<file path="config.mk">
export PLATFORM = sky130hd
export DESIGN_NAME = ao_peripheral_subsystem
export DESIGN_NICKNAME = d
export VERILOG_FILES = /design/src/rtl/ao_periph_pkg.sv /design/src/rtl/obi_reg_bridge.sv /design/src/rtl/soc_ctrl.sv /design/src/rtl/rv_timer.sv /design/src/rtl/power_manager.sv /design/src/rtl/ao_peripheral_subsystem.sv
export VERILOG_INCLUDE_DIRS = /design/src /design/src/include
export SDC_FILE = /design/constraint.sdc
export NUM_CORES = 1
export LEC_CHECK = 0
export BUFFER_PORTS_ARGS = -buffer_cell sky130_fd_sc_hd__buf_4
export CAP_MARGIN = 30
export CORE_MARGIN = 10
export CORE_UTILIZATION = 50
export DETAILED_ROUTE_END_ITERATION = 10
export GPL_TIMING_DRIVEN = 0
export PLACE_DENSITY = 0.74
export SLEW_MARGIN = 20
export SYNTH_ARGS = -nofsm -noshare
export SYNTH_HDL_FRONTEND = slang
export SYNTH_SLANG_ARGS = --single-unit
</file>
<file path="constraint.sdc">
create_clock -name clk_i -period 2.8 [get_ports clk_i]
set_input_delay 0.28 -clock clk_i [delete_from_list [all_inputs] [get_ports clk_i]]
set_output_delay 0.28 -clock clk_i [all_outputs]
set_load 0.005 [all_outputs]
</file>
<file path="src/include/ao_periph_cfg.svh">
/* Address map and reset constants of the always-on peripheral subsystem.
   Include wherever the decode or a reset value is needed. */

`ifndef AO_PERIPH_CFG_SVH
`define AO_PERIPH_CFG_SVH

// Upper address bits that select the subsystem
`define AO_BASE_REGION 16'h2000

// Peripheral count behind the bridge
`define AO_NUM_PERIPH 3

// Peripheral indices, address bits [15:12]
`define AO_IDX_SOC_CTRL 4'd0
`define AO_IDX_POWER 4'd1
`define AO_IDX_TIMER 4'd2

// Timer prescale after reset
`define AO_TIMER_PRESCALE_RST 32'd3

// Read data for an access that hits no peripheral
`define AO_DECODE_ERR_DATA 32'hBADCAB1E

`endif

</file>
<file path="src/rtl/ao_periph_pkg.sv">
/* Bus types shared by the bridge, the peripherals and the testbench.
   Import with a wildcard in the module header. */

package ao_periph_pkg;

  typedef struct packed {
    logic        req;
    logic        we;
    logic [3:0]  be;
    logic [31:0] addr;
    logic [31:0] wdata;
  } obi_req_t;

  typedef struct packed {
    logic        gnt;
    logic        rvalid;
    logic [31:0] rdata;
  } obi_resp_t;

  typedef struct packed {
    logic        valid;
    logic        write;
    logic [3:0]  be;
    logic [11:0] offset;
    logic [31:0] wdata;
  } reg_req_t;

  typedef struct packed {
    logic [31:0] rdata;
    logic        error;
  } reg_rsp_t;

  // Bus address seen as a flat word or as decode fields
  typedef union packed {
    logic [31:0] word;
    struct packed {
      logic [15:0] region;
      logic [3:0]  index;
      logic [11:0] offset;
    } fields;
  } reg_addr_u;

  // Merge a write into a register under its byte enables
  function automatic logic [31:0] apply_be(logic [31:0] old_val, logic [31:0] new_val,
                                           logic [3:0] be);
    logic [31:0] res;
    res = old_val;
    for (int b = 0; b < 4; b++) begin
      if (be[b]) begin
        res[8*b+:8] = new_val[8*b+:8];
      end
    end
    return res;
  endfunction

endpackage

</file>
<file path="src/rtl/obi_reg_bridge.sv">
/* OBI slave to single-cycle register bus with address decode and demux.
   Grants every request at once and returns the response one cycle later. */

`timescale 1ns/1ps
`include "ao_periph_cfg.svh"

module obi_reg_bridge
  import ao_periph_pkg::*;
(
  input  logic                          clk_i,
  input  logic                          rst_i,
  input  obi_req_t                      obi_req_i,
  output obi_resp_t                     obi_resp_o,
  output reg_req_t [`AO_NUM_PERIPH-1:0] reg_req_o,
  input  reg_rsp_t [`AO_NUM_PERIPH-1:0] reg_rsp_i
);

  reg_addr_u                 addr_view;
  logic                      hit;
  logic [`AO_NUM_PERIPH-1:0] valid_vec;
  reg_rsp_t                  sel_rsp;
  logic [31:0]               rdata_d;
  logic                      rvalid_q;
  logic [31:0]               rdata_q;

  assign addr_view.word = obi_req_i.addr;
  assign hit = (addr_view.fields.region == `AO_BASE_REGION) &&
               (addr_view.fields.index < `AO_NUM_PERIPH);

  always_comb begin
    sel_rsp = '{rdata: `AO_DECODE_ERR_DATA, error: 1'b1};
    for (int i = 0; i < `AO_NUM_PERIPH; i++) begin
      valid_vec[i]        = obi_req_i.req && hit && (addr_view.fields.index == 4'(i));
      reg_req_o[i].valid  = valid_vec[i];
      reg_req_o[i].write  = obi_req_i.we;
      reg_req_o[i].be     = obi_req_i.be;
      reg_req_o[i].offset = addr_view.fields.offset;
      reg_req_o[i].wdata  = obi_req_i.wdata;
      if (hit && (addr_view.fields.index == 4'(i))) begin
        sel_rsp = reg_rsp_i[i];
      end
    end
  end

  // Any error, decode or peripheral, reads as the error word
  assign rdata_d = sel_rsp.error ? `AO_DECODE_ERR_DATA : sel_rsp.rdata;

  always_ff @(posedge clk_i) begin
    if (rst_i) begin
      rvalid_q <= 1'b0;
    end else begin
      rvalid_q <= obi_req_i.req;
    end
  end

  always_ff @(posedge clk_i) begin
    if (obi_req_i.req) begin
      rdata_q <= rdata_d;
    end
  end

  assign obi_resp_o.gnt    = obi_req_i.req;
  assign obi_resp_o.rvalid = rvalid_q;
  assign obi_resp_o.rdata  = rdata_q;

  // Back-to-back responses need back-to-back requests
  assert property (@(posedge clk_i) disable iff (rst_i)
    obi_resp_o.rvalid && $past(obi_resp_o.rvalid) |-> $past(obi_req_i.req));

  assert property (@(posedge clk_i) disable iff (rst_i) $onehot0(valid_vec));

endmodule

</file>
<file path="src/rtl/soc_ctrl.sv">
/* SoC control registers: program exit value and valid, plus strap readback.
   Sits behind one register-bus port of the bridge. */

`timescale 1ns/1ps

module soc_ctrl
  import ao_periph_pkg::*;
(
  input  logic        clk_i,
  input  logic        rst_i,
  input  reg_req_t    reg_req_i,
  output reg_rsp_t    reg_rsp_o,
  input  logic        boot_select_i,
  input  logic        execute_from_flash_i,
  output logic        exit_valid_o,
  output logic [31:0] exit_value_o
);

  logic        wr_en;
  logic        exit_valid_q;
  logic [31:0] exit_value_q;

  assign wr_en = reg_req_i.valid && reg_req_i.write;

  always_ff @(posedge clk_i) begin
    if (rst_i) begin
      exit_valid_q <= 1'b0;
      exit_value_q <= '0;
    end else if (wr_en) begin
      case (reg_req_i.offset)
        12'h000: if (reg_req_i.be[0]) exit_valid_q <= reg_req_i.wdata[0];
        12'h004: exit_value_q <= apply_be(exit_value_q, reg_req_i.wdata, reg_req_i.be);
        default: ;
      endcase
    end
  end

  always_comb begin
    reg_rsp_o.error = 1'b0;
    case (reg_req_i.offset)
      12'h000: reg_rsp_o.rdata = {31'b0, exit_valid_q};
      12'h004: reg_rsp_o.rdata = exit_value_q;
      12'h008: reg_rsp_o.rdata = {31'b0, boot_select_i};
      12'h00C: reg_rsp_o.rdata = {31'b0, execute_from_flash_i};
      default: reg_rsp_o.rdata = '0;
    endcase
  end

  assign exit_valid_o = exit_valid_q;
  assign exit_value_o = exit_value_q;

endmodule

</file>
<file path="src/rtl/rv_timer.sv">
/* Machine timer with a prescale tick counter and a sticky compare interrupt.
   MTIME advances once every PRESCALE+1 cycles while enabled. */

`timescale 1ns/1ps
`include "ao_periph_cfg.svh"

module rv_timer
  import ao_periph_pkg::*;
(
  input  logic     clk_i,
  input  logic     rst_i,
  input  reg_req_t reg_req_i,
  output reg_rsp_t reg_rsp_o,
  output logic     timer_irq_o
);

  logic        wr_en;
  logic        irq_set;
  logic        ctrl_en_q;
  logic [31:0] prescale_q;
  logic [31:0] tick_q;
  logic [31:0] mtime_q;
  logic [31:0] mtimecmp_q;
  logic        intr_q;

  assign wr_en   = reg_req_i.valid && reg_req_i.write;
  assign irq_set = ctrl_en_q && (mtime_q >= mtimecmp_q);

  always_ff @(posedge clk_i) begin
    if (rst_i) begin
      ctrl_en_q  <= 1'b0;
      prescale_q <= `AO_TIMER_PRESCALE_RST;
      tick_q     <= '0;
      mtime_q    <= '0;
      mtimecmp_q <= '1;
      intr_q     <= 1'b0;
    end else begin
      // >= so a smaller new prescale cannot strand the counter
      if (ctrl_en_q) begin
        if (tick_q >= prescale_q) begin
          tick_q  <= '0;
          mtime_q <= mtime_q + 32'd1;
        end else begin
          tick_q <= tick_q + 32'd1;
        end
      end
      if (wr_en) begin
        case (reg_req_i.offset)
          12'h000: if (reg_req_i.be[0]) ctrl_en_q <= reg_req_i.wdata[0];
          12'h004: prescale_q <= apply_be(prescale_q, reg_req_i.wdata, reg_req_i.be);
          12'h008: mtime_q <= apply_be(mtime_q, reg_req_i.wdata, reg_req_i.be);
          12'h00C: mtimecmp_q <= apply_be(mtimecmp_q, reg_req_i.wdata, reg_req_i.be);
          default: ;
        endcase
      end
      // Set wins over write-1-to-clear
      if (irq_set) begin
        intr_q <= 1'b1;
      end else if (wr_en && (reg_req_i.offset == 12'h010) && reg_req_i.be[0] &&
                   reg_req_i.wdata[0]) begin
        intr_q <= 1'b0;
      end
    end
  end

  always_comb begin
    reg_rsp_o.error = 1'b0;
    case (reg_req_i.offset)
      12'h000: reg_rsp_o.rdata = {31'b0, ctrl_en_q};
      12'h004: reg_rsp_o.rdata = prescale_q;
      12'h008: reg_rsp_o.rdata = mtime_q;
      12'h00C: reg_rsp_o.rdata = mtimecmp_q;
      12'h010: reg_rsp_o.rdata = {31'b0, intr_q};
      default: reg_rsp_o.rdata = '0;
    endcase
  end

  assign timer_irq_o = intr_q;

  assert property (@(posedge clk_i) disable iff (rst_i) $rose(timer_irq_o) |-> $past(ctrl_en_q));

endmodule

</file>
<file path="src/rtl/power_manager.sv">
/* CPU power-gate and reset sequencer with its enable and status registers.
   Gates when the core sleeps and wakes it on the timer interrupt. */

`timescale 1ns/1ps

module power_manager
  import ao_periph_pkg::*;
(
  input  logic     clk_i,
  input  logic     rst_i,
  input  reg_req_t reg_req_i,
  output reg_rsp_t reg_rsp_o,
  input  logic     timer_irq_i,
  input  logic     core_sleep_i,
  output logic     cpu_powergate_o,
  output logic     cpu_rst_o
);

  logic pwr_en_q;
  logic gated_q;
  logic rst_hold_q;

  always_ff @(posedge clk_i) begin
    if (rst_i) begin
      pwr_en_q <= 1'b0;
    end else if (reg_req_i.valid && reg_req_i.write && (reg_req_i.offset == 12'h000) &&
                 reg_req_i.be[0]) begin
      pwr_en_q <= reg_req_i.wdata[0];
    end
  end

  // Reset hold trails the gate by one cycle on wake
  always_ff @(posedge clk_i) begin
    if (rst_i) begin
      gated_q    <= 1'b0;
      rst_hold_q <= 1'b0;
    end else begin
      rst_hold_q <= gated_q;
      if (!gated_q && pwr_en_q && core_sleep_i) begin
        gated_q <= 1'b1;
      end else if (gated_q && timer_irq_i) begin
        gated_q <= 1'b0;
      end
    end
  end

  always_comb begin
    reg_rsp_o.error = 1'b0;
    case (reg_req_i.offset)
      12'h000: reg_rsp_o.rdata = {31'b0, pwr_en_q};
      12'h004: reg_rsp_o.rdata = {31'b0, gated_q};
      default: reg_rsp_o.rdata = '0;
    endcase
  end

  assign cpu_powergate_o = gated_q;
  assign cpu_rst_o       = gated_q | rst_hold_q;

  // Reset covers the gated window and the cycle after power returns
  assert property (@(posedge clk_i) disable iff (rst_i)
    cpu_powergate_o || $fell(cpu_powergate_o) |-> cpu_rst_o);

endmodule

</file>
<file path="src/rtl/ao_peripheral_subsystem.sv">
/* Always-on peripheral subsystem top: OBI bridge plus SoC control,
   power manager and machine timer on the register bus. */

`timescale 1ns/1ps
`include "ao_periph_cfg.svh"

module ao_peripheral_subsystem
  import ao_periph_pkg::*;
(
  input  logic        clk_i,
  input  logic        rst_i,
  input  obi_req_t    obi_req_i,
  output obi_resp_t   obi_resp_o,
  input  logic        boot_select_i,
  input  logic        execute_from_flash_i,
  output logic        exit_valid_o,
  output logic [31:0] exit_value_o,
  input  logic        core_sleep_i,
  output logic        cpu_powergate_o,
  output logic        cpu_rst_o,
  output logic        timer_irq_o
);

  reg_req_t [`AO_NUM_PERIPH-1:0] periph_req;
  reg_rsp_t [`AO_NUM_PERIPH-1:0] periph_rsp;
  logic                          timer_irq;

  obi_reg_bridge obi_reg_bridge_i (
    .clk_i,
    .rst_i,
    .obi_req_i,
    .obi_resp_o,
    .reg_req_o(periph_req),
    .reg_rsp_i(periph_rsp)
  );

  soc_ctrl soc_ctrl_i (
    .clk_i,
    .rst_i,
    .reg_req_i(periph_req[`AO_IDX_SOC_CTRL]),
    .reg_rsp_o(periph_rsp[`AO_IDX_SOC_CTRL]),
    .boot_select_i,
    .execute_from_flash_i,
    .exit_valid_o,
    .exit_value_o
  );

  power_manager power_manager_i (
    .clk_i,
    .rst_i,
    .reg_req_i(periph_req[`AO_IDX_POWER]),
    .reg_rsp_o(periph_rsp[`AO_IDX_POWER]),
    .timer_irq_i(timer_irq),
    .core_sleep_i,
    .cpu_powergate_o,
    .cpu_rst_o
  );

  rv_timer rv_timer_i (
    .clk_i,
    .rst_i,
    .reg_req_i(periph_req[`AO_IDX_TIMER]),
    .reg_rsp_o(periph_rsp[`AO_IDX_TIMER]),
    .timer_irq_o(timer_irq)
  );

  assign timer_irq_o = timer_irq;

endmodule

</file>
### After elaboration in Yosys (flattened, before gate mapping)

Cells that the tools add are included.
Widths: inputs -> output; s select.

* register bits after elaboration: 199

* $lt $le $gt $ge: 3
* reductions and logical operators: 39
* add/sub/neg operators: 2
* bitwise gates (word level): 1
* equality and inequality tests: 11
* muxes and demuxes: 19

Operators by type and width (count)
* $mux 32: 5
* $pmux 32 s5: 1
* $pmux 32 s4: 1
* $mux 33: 3
* $add 32x1->32 const B: 2
* $ge 32x32->1: 2
* $reduce_and 3->1: 14
* $mux 8: 4
* $eq 12x4->1 const B: 2
* $logic_and 1x1->1: 20
* $eq 16x14->1 const B: 1
* $eq 12x3->1 const B: 1
* $eq 12x5->1 const B: 1
* $logic_not 12->1: 1
* $ne 3x3->1 const B: 4
* $eq 4x1->1 const B: 1
* $eq 4x2->1 const B: 1
* $logic_not 4->1: 1
* $lt 4x2->1 const B: 1
* $mux 1: 4
* $reduce_bool 2->1: 2
* $pmux 1 s2: 1
* $logic_not 1->1: 1
* $or 1x1->1: 1

### Depth between registers and ports, before layout

* depth after elaboration: 10
* depth in mapped cells: 10
* depth with buffers taken out: 9

### Cells and area by module

A second synthesis with hierarchy kept.

* cell total of the unflattened synthesis: 1642
* area, all modules: 13573.0 um^2

Modules (own cells, without submodules)
* rv_timer: cells an instance 1067, times used 1, sequential area each 2602.5 um^2, area an instance 8082.8 um^2
* obi_reg_bridge: cells an instance 328, times used 1, sequential area each 980.9 um^2, area an instance 3185.6 um^2
* soc_ctrl: cells an instance 195, times used 1, sequential area each 660.6 um^2, area an instance 1864.3 um^2
* power_manager: cells an instance 52, times used 1, sequential area each 60.1 um^2, area an instance 440.4 um^2

### Worst setup path before layout

OpenSTA, ideal clock, no wires.

* path type: reg2reg
* from: reg rv_timer_i.tick_q[0]
* to: reg rv_timer_i.mtime_q[3]
* period minus slack after synthesis: 2.382 ns
* slack: 0.418 ns
* arrival time: 2.278 ns
* required time: 2.697 ns
* stages on the path, launching flop included: 10
* library setup time: 0.103 ns
* path through: dfxtp_1 > inv_1 > ha_1 > nand2b_1 > a211oi_1 > o21bai_1 > a211o_1 > a21oi_1 > nor3_1 > a2111oi_2

* cells in the longest elaborated chain, start to end: 5

RTL lines
* from (decl): RTL line rv_timer.sv:21 `logic [31:0] tick_q;`
* from (signal assigned): RTL line rv_timer.sv:44 `tick_q <= tick_q + 32'd1;`
* $ge 32x32->1 *: RTL line rv_timer.sv:40 `if (tick_q >= prescale_q) begin`
* $mux 32 *: RTL line rv_timer.sv:40
* $mux 32 *: RTL line rv_timer.sv:39 `if (ctrl_en_q) begin`
* $mux 32: RTL line rv_timer.sv:48 `case (reg_req_i.offset)`
* $mux 32 *: RTL line rv_timer.sv:47 `if (wr_en) begin`
* to (signal assigned): RTL line rv_timer.sv:42 `mtime_q <= mtime_q + 32'd1;`
* to (signal assigned): RTL line rv_timer.sv:51 `12'h008: mtime_q <= apply_be(mtime_q, reg_req_i.wdata, reg_req_i.be);`
* to (decl): RTL line rv_timer.sv:22 `logic [31:0] mtime_q;`

Mark *: on every way between the ends. The rest lies on a longest branch, timed or not.
A chain may end at the register's enable or synchronous reset.

### Worst setup path in the final report

* from: reg rv_timer_i.prescale_q[31]
* to: reg rv_timer_i.mtime_q[27]

* cells in the longest elaborated chain, start to end: 5

RTL lines
* from (decl): RTL line rv_timer.sv:20 `logic [31:0] prescale_q;`
* from (signal assigned): RTL line rv_timer.sv:32 `` prescale_q <= `AO_TIMER_PRESCALE_RST; ``
* from (signal assigned): RTL line rv_timer.sv:50 `12'h004: prescale_q <= apply_be(prescale_q, reg_req_i.wdata, reg_req_i.be);`
* $ge 32x32->1 *: RTL line rv_timer.sv:40
* $mux 32 *: RTL line rv_timer.sv:40
* $mux 32 *: RTL line rv_timer.sv:39
* $mux 32: RTL line rv_timer.sv:48
* $mux 32 *: RTL line rv_timer.sv:47

Marked as above.

==> impl_metrics.yaml <==
drt:
  drt-total-wl_um: 38100
  ant_nets: 0
  routed-via-count: 10809
  routed_via_density: 6.06
  route.detailed.drc: 0
  detailedRoute.firstPassIterationCount: 9
  detail_route.iter0.violations: 1317
  routed_wire_length_per_instance_um: 21.4
power:
  power.total_uw: 5930
  netSwitchingPower_uw: 1440
  share_clk_of_total_power_pct: 43.9
  intPower_uw: 4490
  power_leakage_uw: 0.00583
  combPwrFrac_pct: 6.8
  sw_frac_of_total_pct: 24.3
  p_seq_share_pct: 49.4
  ir_worst_vdd_v: 0.000357
  power.density_cell_area_nw_per_um2: 450
floorplan:
  die_x_um: 169
  std_cell_rows: 54
  design.portCount: 145
  initial_utilization_pct: 50.7
  design.core.area_um2: 21800
  die_area_um2: 28400
  die_height_um: 169
place:
  buffer_ports.inserted: 138
  gp_congestion: 0.970
  half_perimeter_wire_length_after_detailed_placement_um: 29200
timing:
  finalClockSkew_ps: 12.9
  hold_viol: 0
  period_minus_slack_ps: 2750
  tightest_slew_ps: 947
  slew-limit-headroom_pct: 36.3
  fmaxAchievable_mhz: 364
  rsz0062_at_grt: "true"
  final-setup-viol-count: 0
  maxSlewViolCount: 0
  whs_ps: 98.8
  final_min_period_over_clock_period_pct: 98.1
setup_path:
  worstReg2RegStart: "rv_timer_i.prescale_q[31]$_SDFFE_PP0P_"
  worstSetupPathType: "flop to flop"
  cp-start-kind: "flop"
  worstSetupEndpointType: "flop"
  path_buf_inv: 4
  cells_along_the_critical_path: "inv_1 -> ha_1 -> nand4_1 -> nor3_4 -> nand4_1 -> buf_4 -> inv_1 -> a21o_1 -> clkbuf_4 -> nand4b_1 -> a221oi_1"
  reg2reg_to: "rv_timer_i.mtime_q[27]$_SDFFE_PP0P_"
  worst-path-max-fanout: 10
  r2r_setup_slack_ps: 50
  crit_family: "simple AND/OR/NAND/NOR gates"
  crit_path_top_delay_cell: "dfxtp_2"
  worst-endpoint-arrival_ps: 3070
  reg2reg_depth: 11
  data_required_time_of_the_critical_path_ps: 3120
  worst_path_largest_cell_delay_ps: 390
min_path:
  hold_crit_endpoint: "rv_timer_i.mtimecmp_q[3]$_SDFFE_PP1P_"
  worst_hold_launch: "obi_req_i[3]"
  cells_on_worst_hold_path: 3
  hp-class: "input port to flop"
logic_synthesis:
  mean_post_synth_cell_area_um2: 8.34
  leading_cell_type_by_number_of_instances_after_synthesis: "nand2_1"
  gate_count_after_technology_mapping: 1323
  synth_flop_cell: "dfxtp_1"
  postSynthRegisterBits: 199
  synth.distinct_cells: 77
  yosys.area.top_type_share_pct: 30.3
  netlist.top_cell.by_area: "dfxtp_1"
  synth-edff-count: 32
  netlist_top_cells_area: "dfxtp_1 30%, edfxtp_1 8.7%, ha_1 7.5%, nand2_1 6.9%, nor2_1 4.1%"
  synthesis.area_um2: 11000
  ys_seq_area_share_pct: 39.0
  yosys_warnings: 0
  fraction_of_registers_with_async_set_reset_pct: 0
  syn_nets: 1464
  netlist_top_cells_count: "202 x nand2_1, 167 x dfxtp_1, 121 x nor2_1"
grt:
  grt_pass1_vias: 10236
  initial_antenna_violation_count: 1
  grt.overflow.total: 0
  grt_start_max_net_pins: 37
  first_pass_grt_wire_length_um: 58800
  groute.usage.overall_pct: 26.0
run_status:
  run_status: "completed"
clocking:
  path_clk_slew_ps: 70
  htree_num_levels: 4
  cts_made_buffers: 17
  ctsHoldBuffers: 0
  cts_buffer_depth: 2
  clock-sinks: 199
  tritoncts_clock_tree: "done"
  root_buffer_cell: "clkbuf_16"
  clkLatencyLatePin_ps: 440
final_layout:
  fin_nets: 1629
  areaGrowthSynthToFinish_pct: 19.4
  finalCoreUtilization_pct: 60.6
  fraction_of_layout_cells_with_a_size_suffix_above_1_pct: 16.5
run:
  maxCapViolations: 0
## worst reg2reg max path: cells and delay by family, from the launching register on
family                     cells  cell delay [ps]
and+or+nand+nor                4              820
buffers and inverters          4              620
AOI/OAI and AO/OA              2              500
DFF                            1              390
adders and majority gates      1              290
## per-layer routing
metal	global-route usage, %	vias up	part of all wire [%]
li1	-	5042	-
met1	34.0	5090	41
met2	40.6	571	45
met3	6.09	106	10
met4	10.3	0	3.9
met5	0	-	0
## worst max-delay path by stage
stage	startpoint	endpoint	slack, ps	cells after the start
2_1_floorplan	rv_timer_i.tick_q[0]$_SDFFE_PP0P_	rv_timer_i.mtime_q[3]$_SDFFE_PP0P_	420	9
3_3_place_gp	rv_timer_i.prescale_q[31]$_SDFFE_PP0P_	rv_timer_i.tick_q[6]$_SDFFE_PP0P_	-560	10
3_5_place_dp	rv_timer_i.prescale_q[31]$_SDFFE_PP0P_	rv_timer_i.tick_q[4]$_SDFFE_PP0P_	-550	10
4_1_cts	rv_timer_i.prescale_q[31]$_SDFFE_PP0P_	rv_timer_i.mtime_q[18]$_SDFFE_PP0P_	0.2	10
5_1_grt	rv_timer_i.prescale_q[29]$_SDFFE_PP0P_	rv_timer_i.mtime_q[27]$_SDFFE_PP0P_	-40	11
6_report	rv_timer_i.prescale_q[31]$_SDFFE_PP0P_	rv_timer_i.mtime_q[27]$_SDFFE_PP0P_	50	11
## cells by family (layout without fill, tap and decap cells)
family	count (synthesis)	after routing	synth area share [%]
AND/OR/NAND/NOR	517	517	22.7
AO/OA/AOI/OAI	319	319	18.9
flip-flops	199	199	39.0
buffers and inverters	148	326	5.52
adder cells (fa/ha/maj)	66	66	7.49
multiplexers	42	42	3.83
XOR/XNOR	32	32	2.54
other	0	2	0
## timing repair
| item | CTS | global route |
|---|---|---|
| buffers inserted | 6 | 2 |
| pin swaps | 3 | 3 |
| setup endpoints to repair | 61 | 62 |
| gates resized for setup | 10 | 14 |
| hold endpoints to repair | 0 | 0 |
## flip-flops by register name (all words and copies together), names as in the netlist
register / cells
power_manager_i.pwr_en_q: 1
rv_timer_i.ctrl_en_q: 1
rv_timer_i.timer_irq_o: 1
power_manager_i.rst_hold_q: 1
obi_reg_bridge_i.rdata_q: 32
rv_timer_i.mtime_q: 32
rv_timer_i.tick_q: 32
rv_timer_i.prescale_q: 32
rv_timer_i.mtimecmp_q: 32
power_manager_i.cpu_powergate_o: 1
soc_ctrl_i.exit_valid_o: 1
obi_reg_bridge_i.rvalid_q: 1
soc_ctrl_i.exit_value_o: 32
## cell usage in the layout (no fill, tap or decap), types with 13 or more instances in the layout
cell,netlist,routed
nand3_1,34,34
mux2i_1,40,40
and2_1,18,18
nor2_1,121,121
a22oi_1,31,31
edfxtp_1,32,32
nand4_1,22,22
clkbuf_16,0,17
inv_1,74,74
nand2_1,202,202
nor2b_1,13,13
o211ai_1,38,38
ha_1,66,66
dfxtp_1,167,164
buf_4,5,151
o22ai_1,17,17
o21ai_0,76,75
xor2_1,21,21
nor3_1,22,19
and3_1,17,17
a211oi_1,18,17
buf_2,17,17
clkbuf_1,41,42
a21oi_1,74,73
## per-stage QoR
stage	cells	area (µm²)	TNS, ps	worst slack [ps]
global placement	1741	12400	-22390	-562
floorplan	1323	11000	0	418
CTS	1779	13100	0	0.232
global route	1781	13200	-252	-42.3
finish	1783	13200	0	53.5
detailed placement	1741	12400	-24830	-549
## power groups by stage
stage          clock (µW)  combinational (µW)  sequential [µW]
2_1_floorplan           0                 134             3000
3_5_place_dp            0                 391             3000
6_report             2600                 403             2930
3_3_place_gp            0                 387             2990
5_1_grt              2720                 421             2930
4_1_cts              2600                 392             2930
## layout make-up
cell class                      instances  area, µm²
Inverter                               74        278
Timing Repair Buffer                  146       1100
Clock buffer                           20        437
Sequential cell                       199       4310
Buffer                                 74        337
Antenna cell                            2       5.00
Multi-Input combinational cell        976       6200
Tap cell                              280        350
Clock inverter                         12        165
Fill cell                            1980       8580
(Power assumes the default switching activity.)
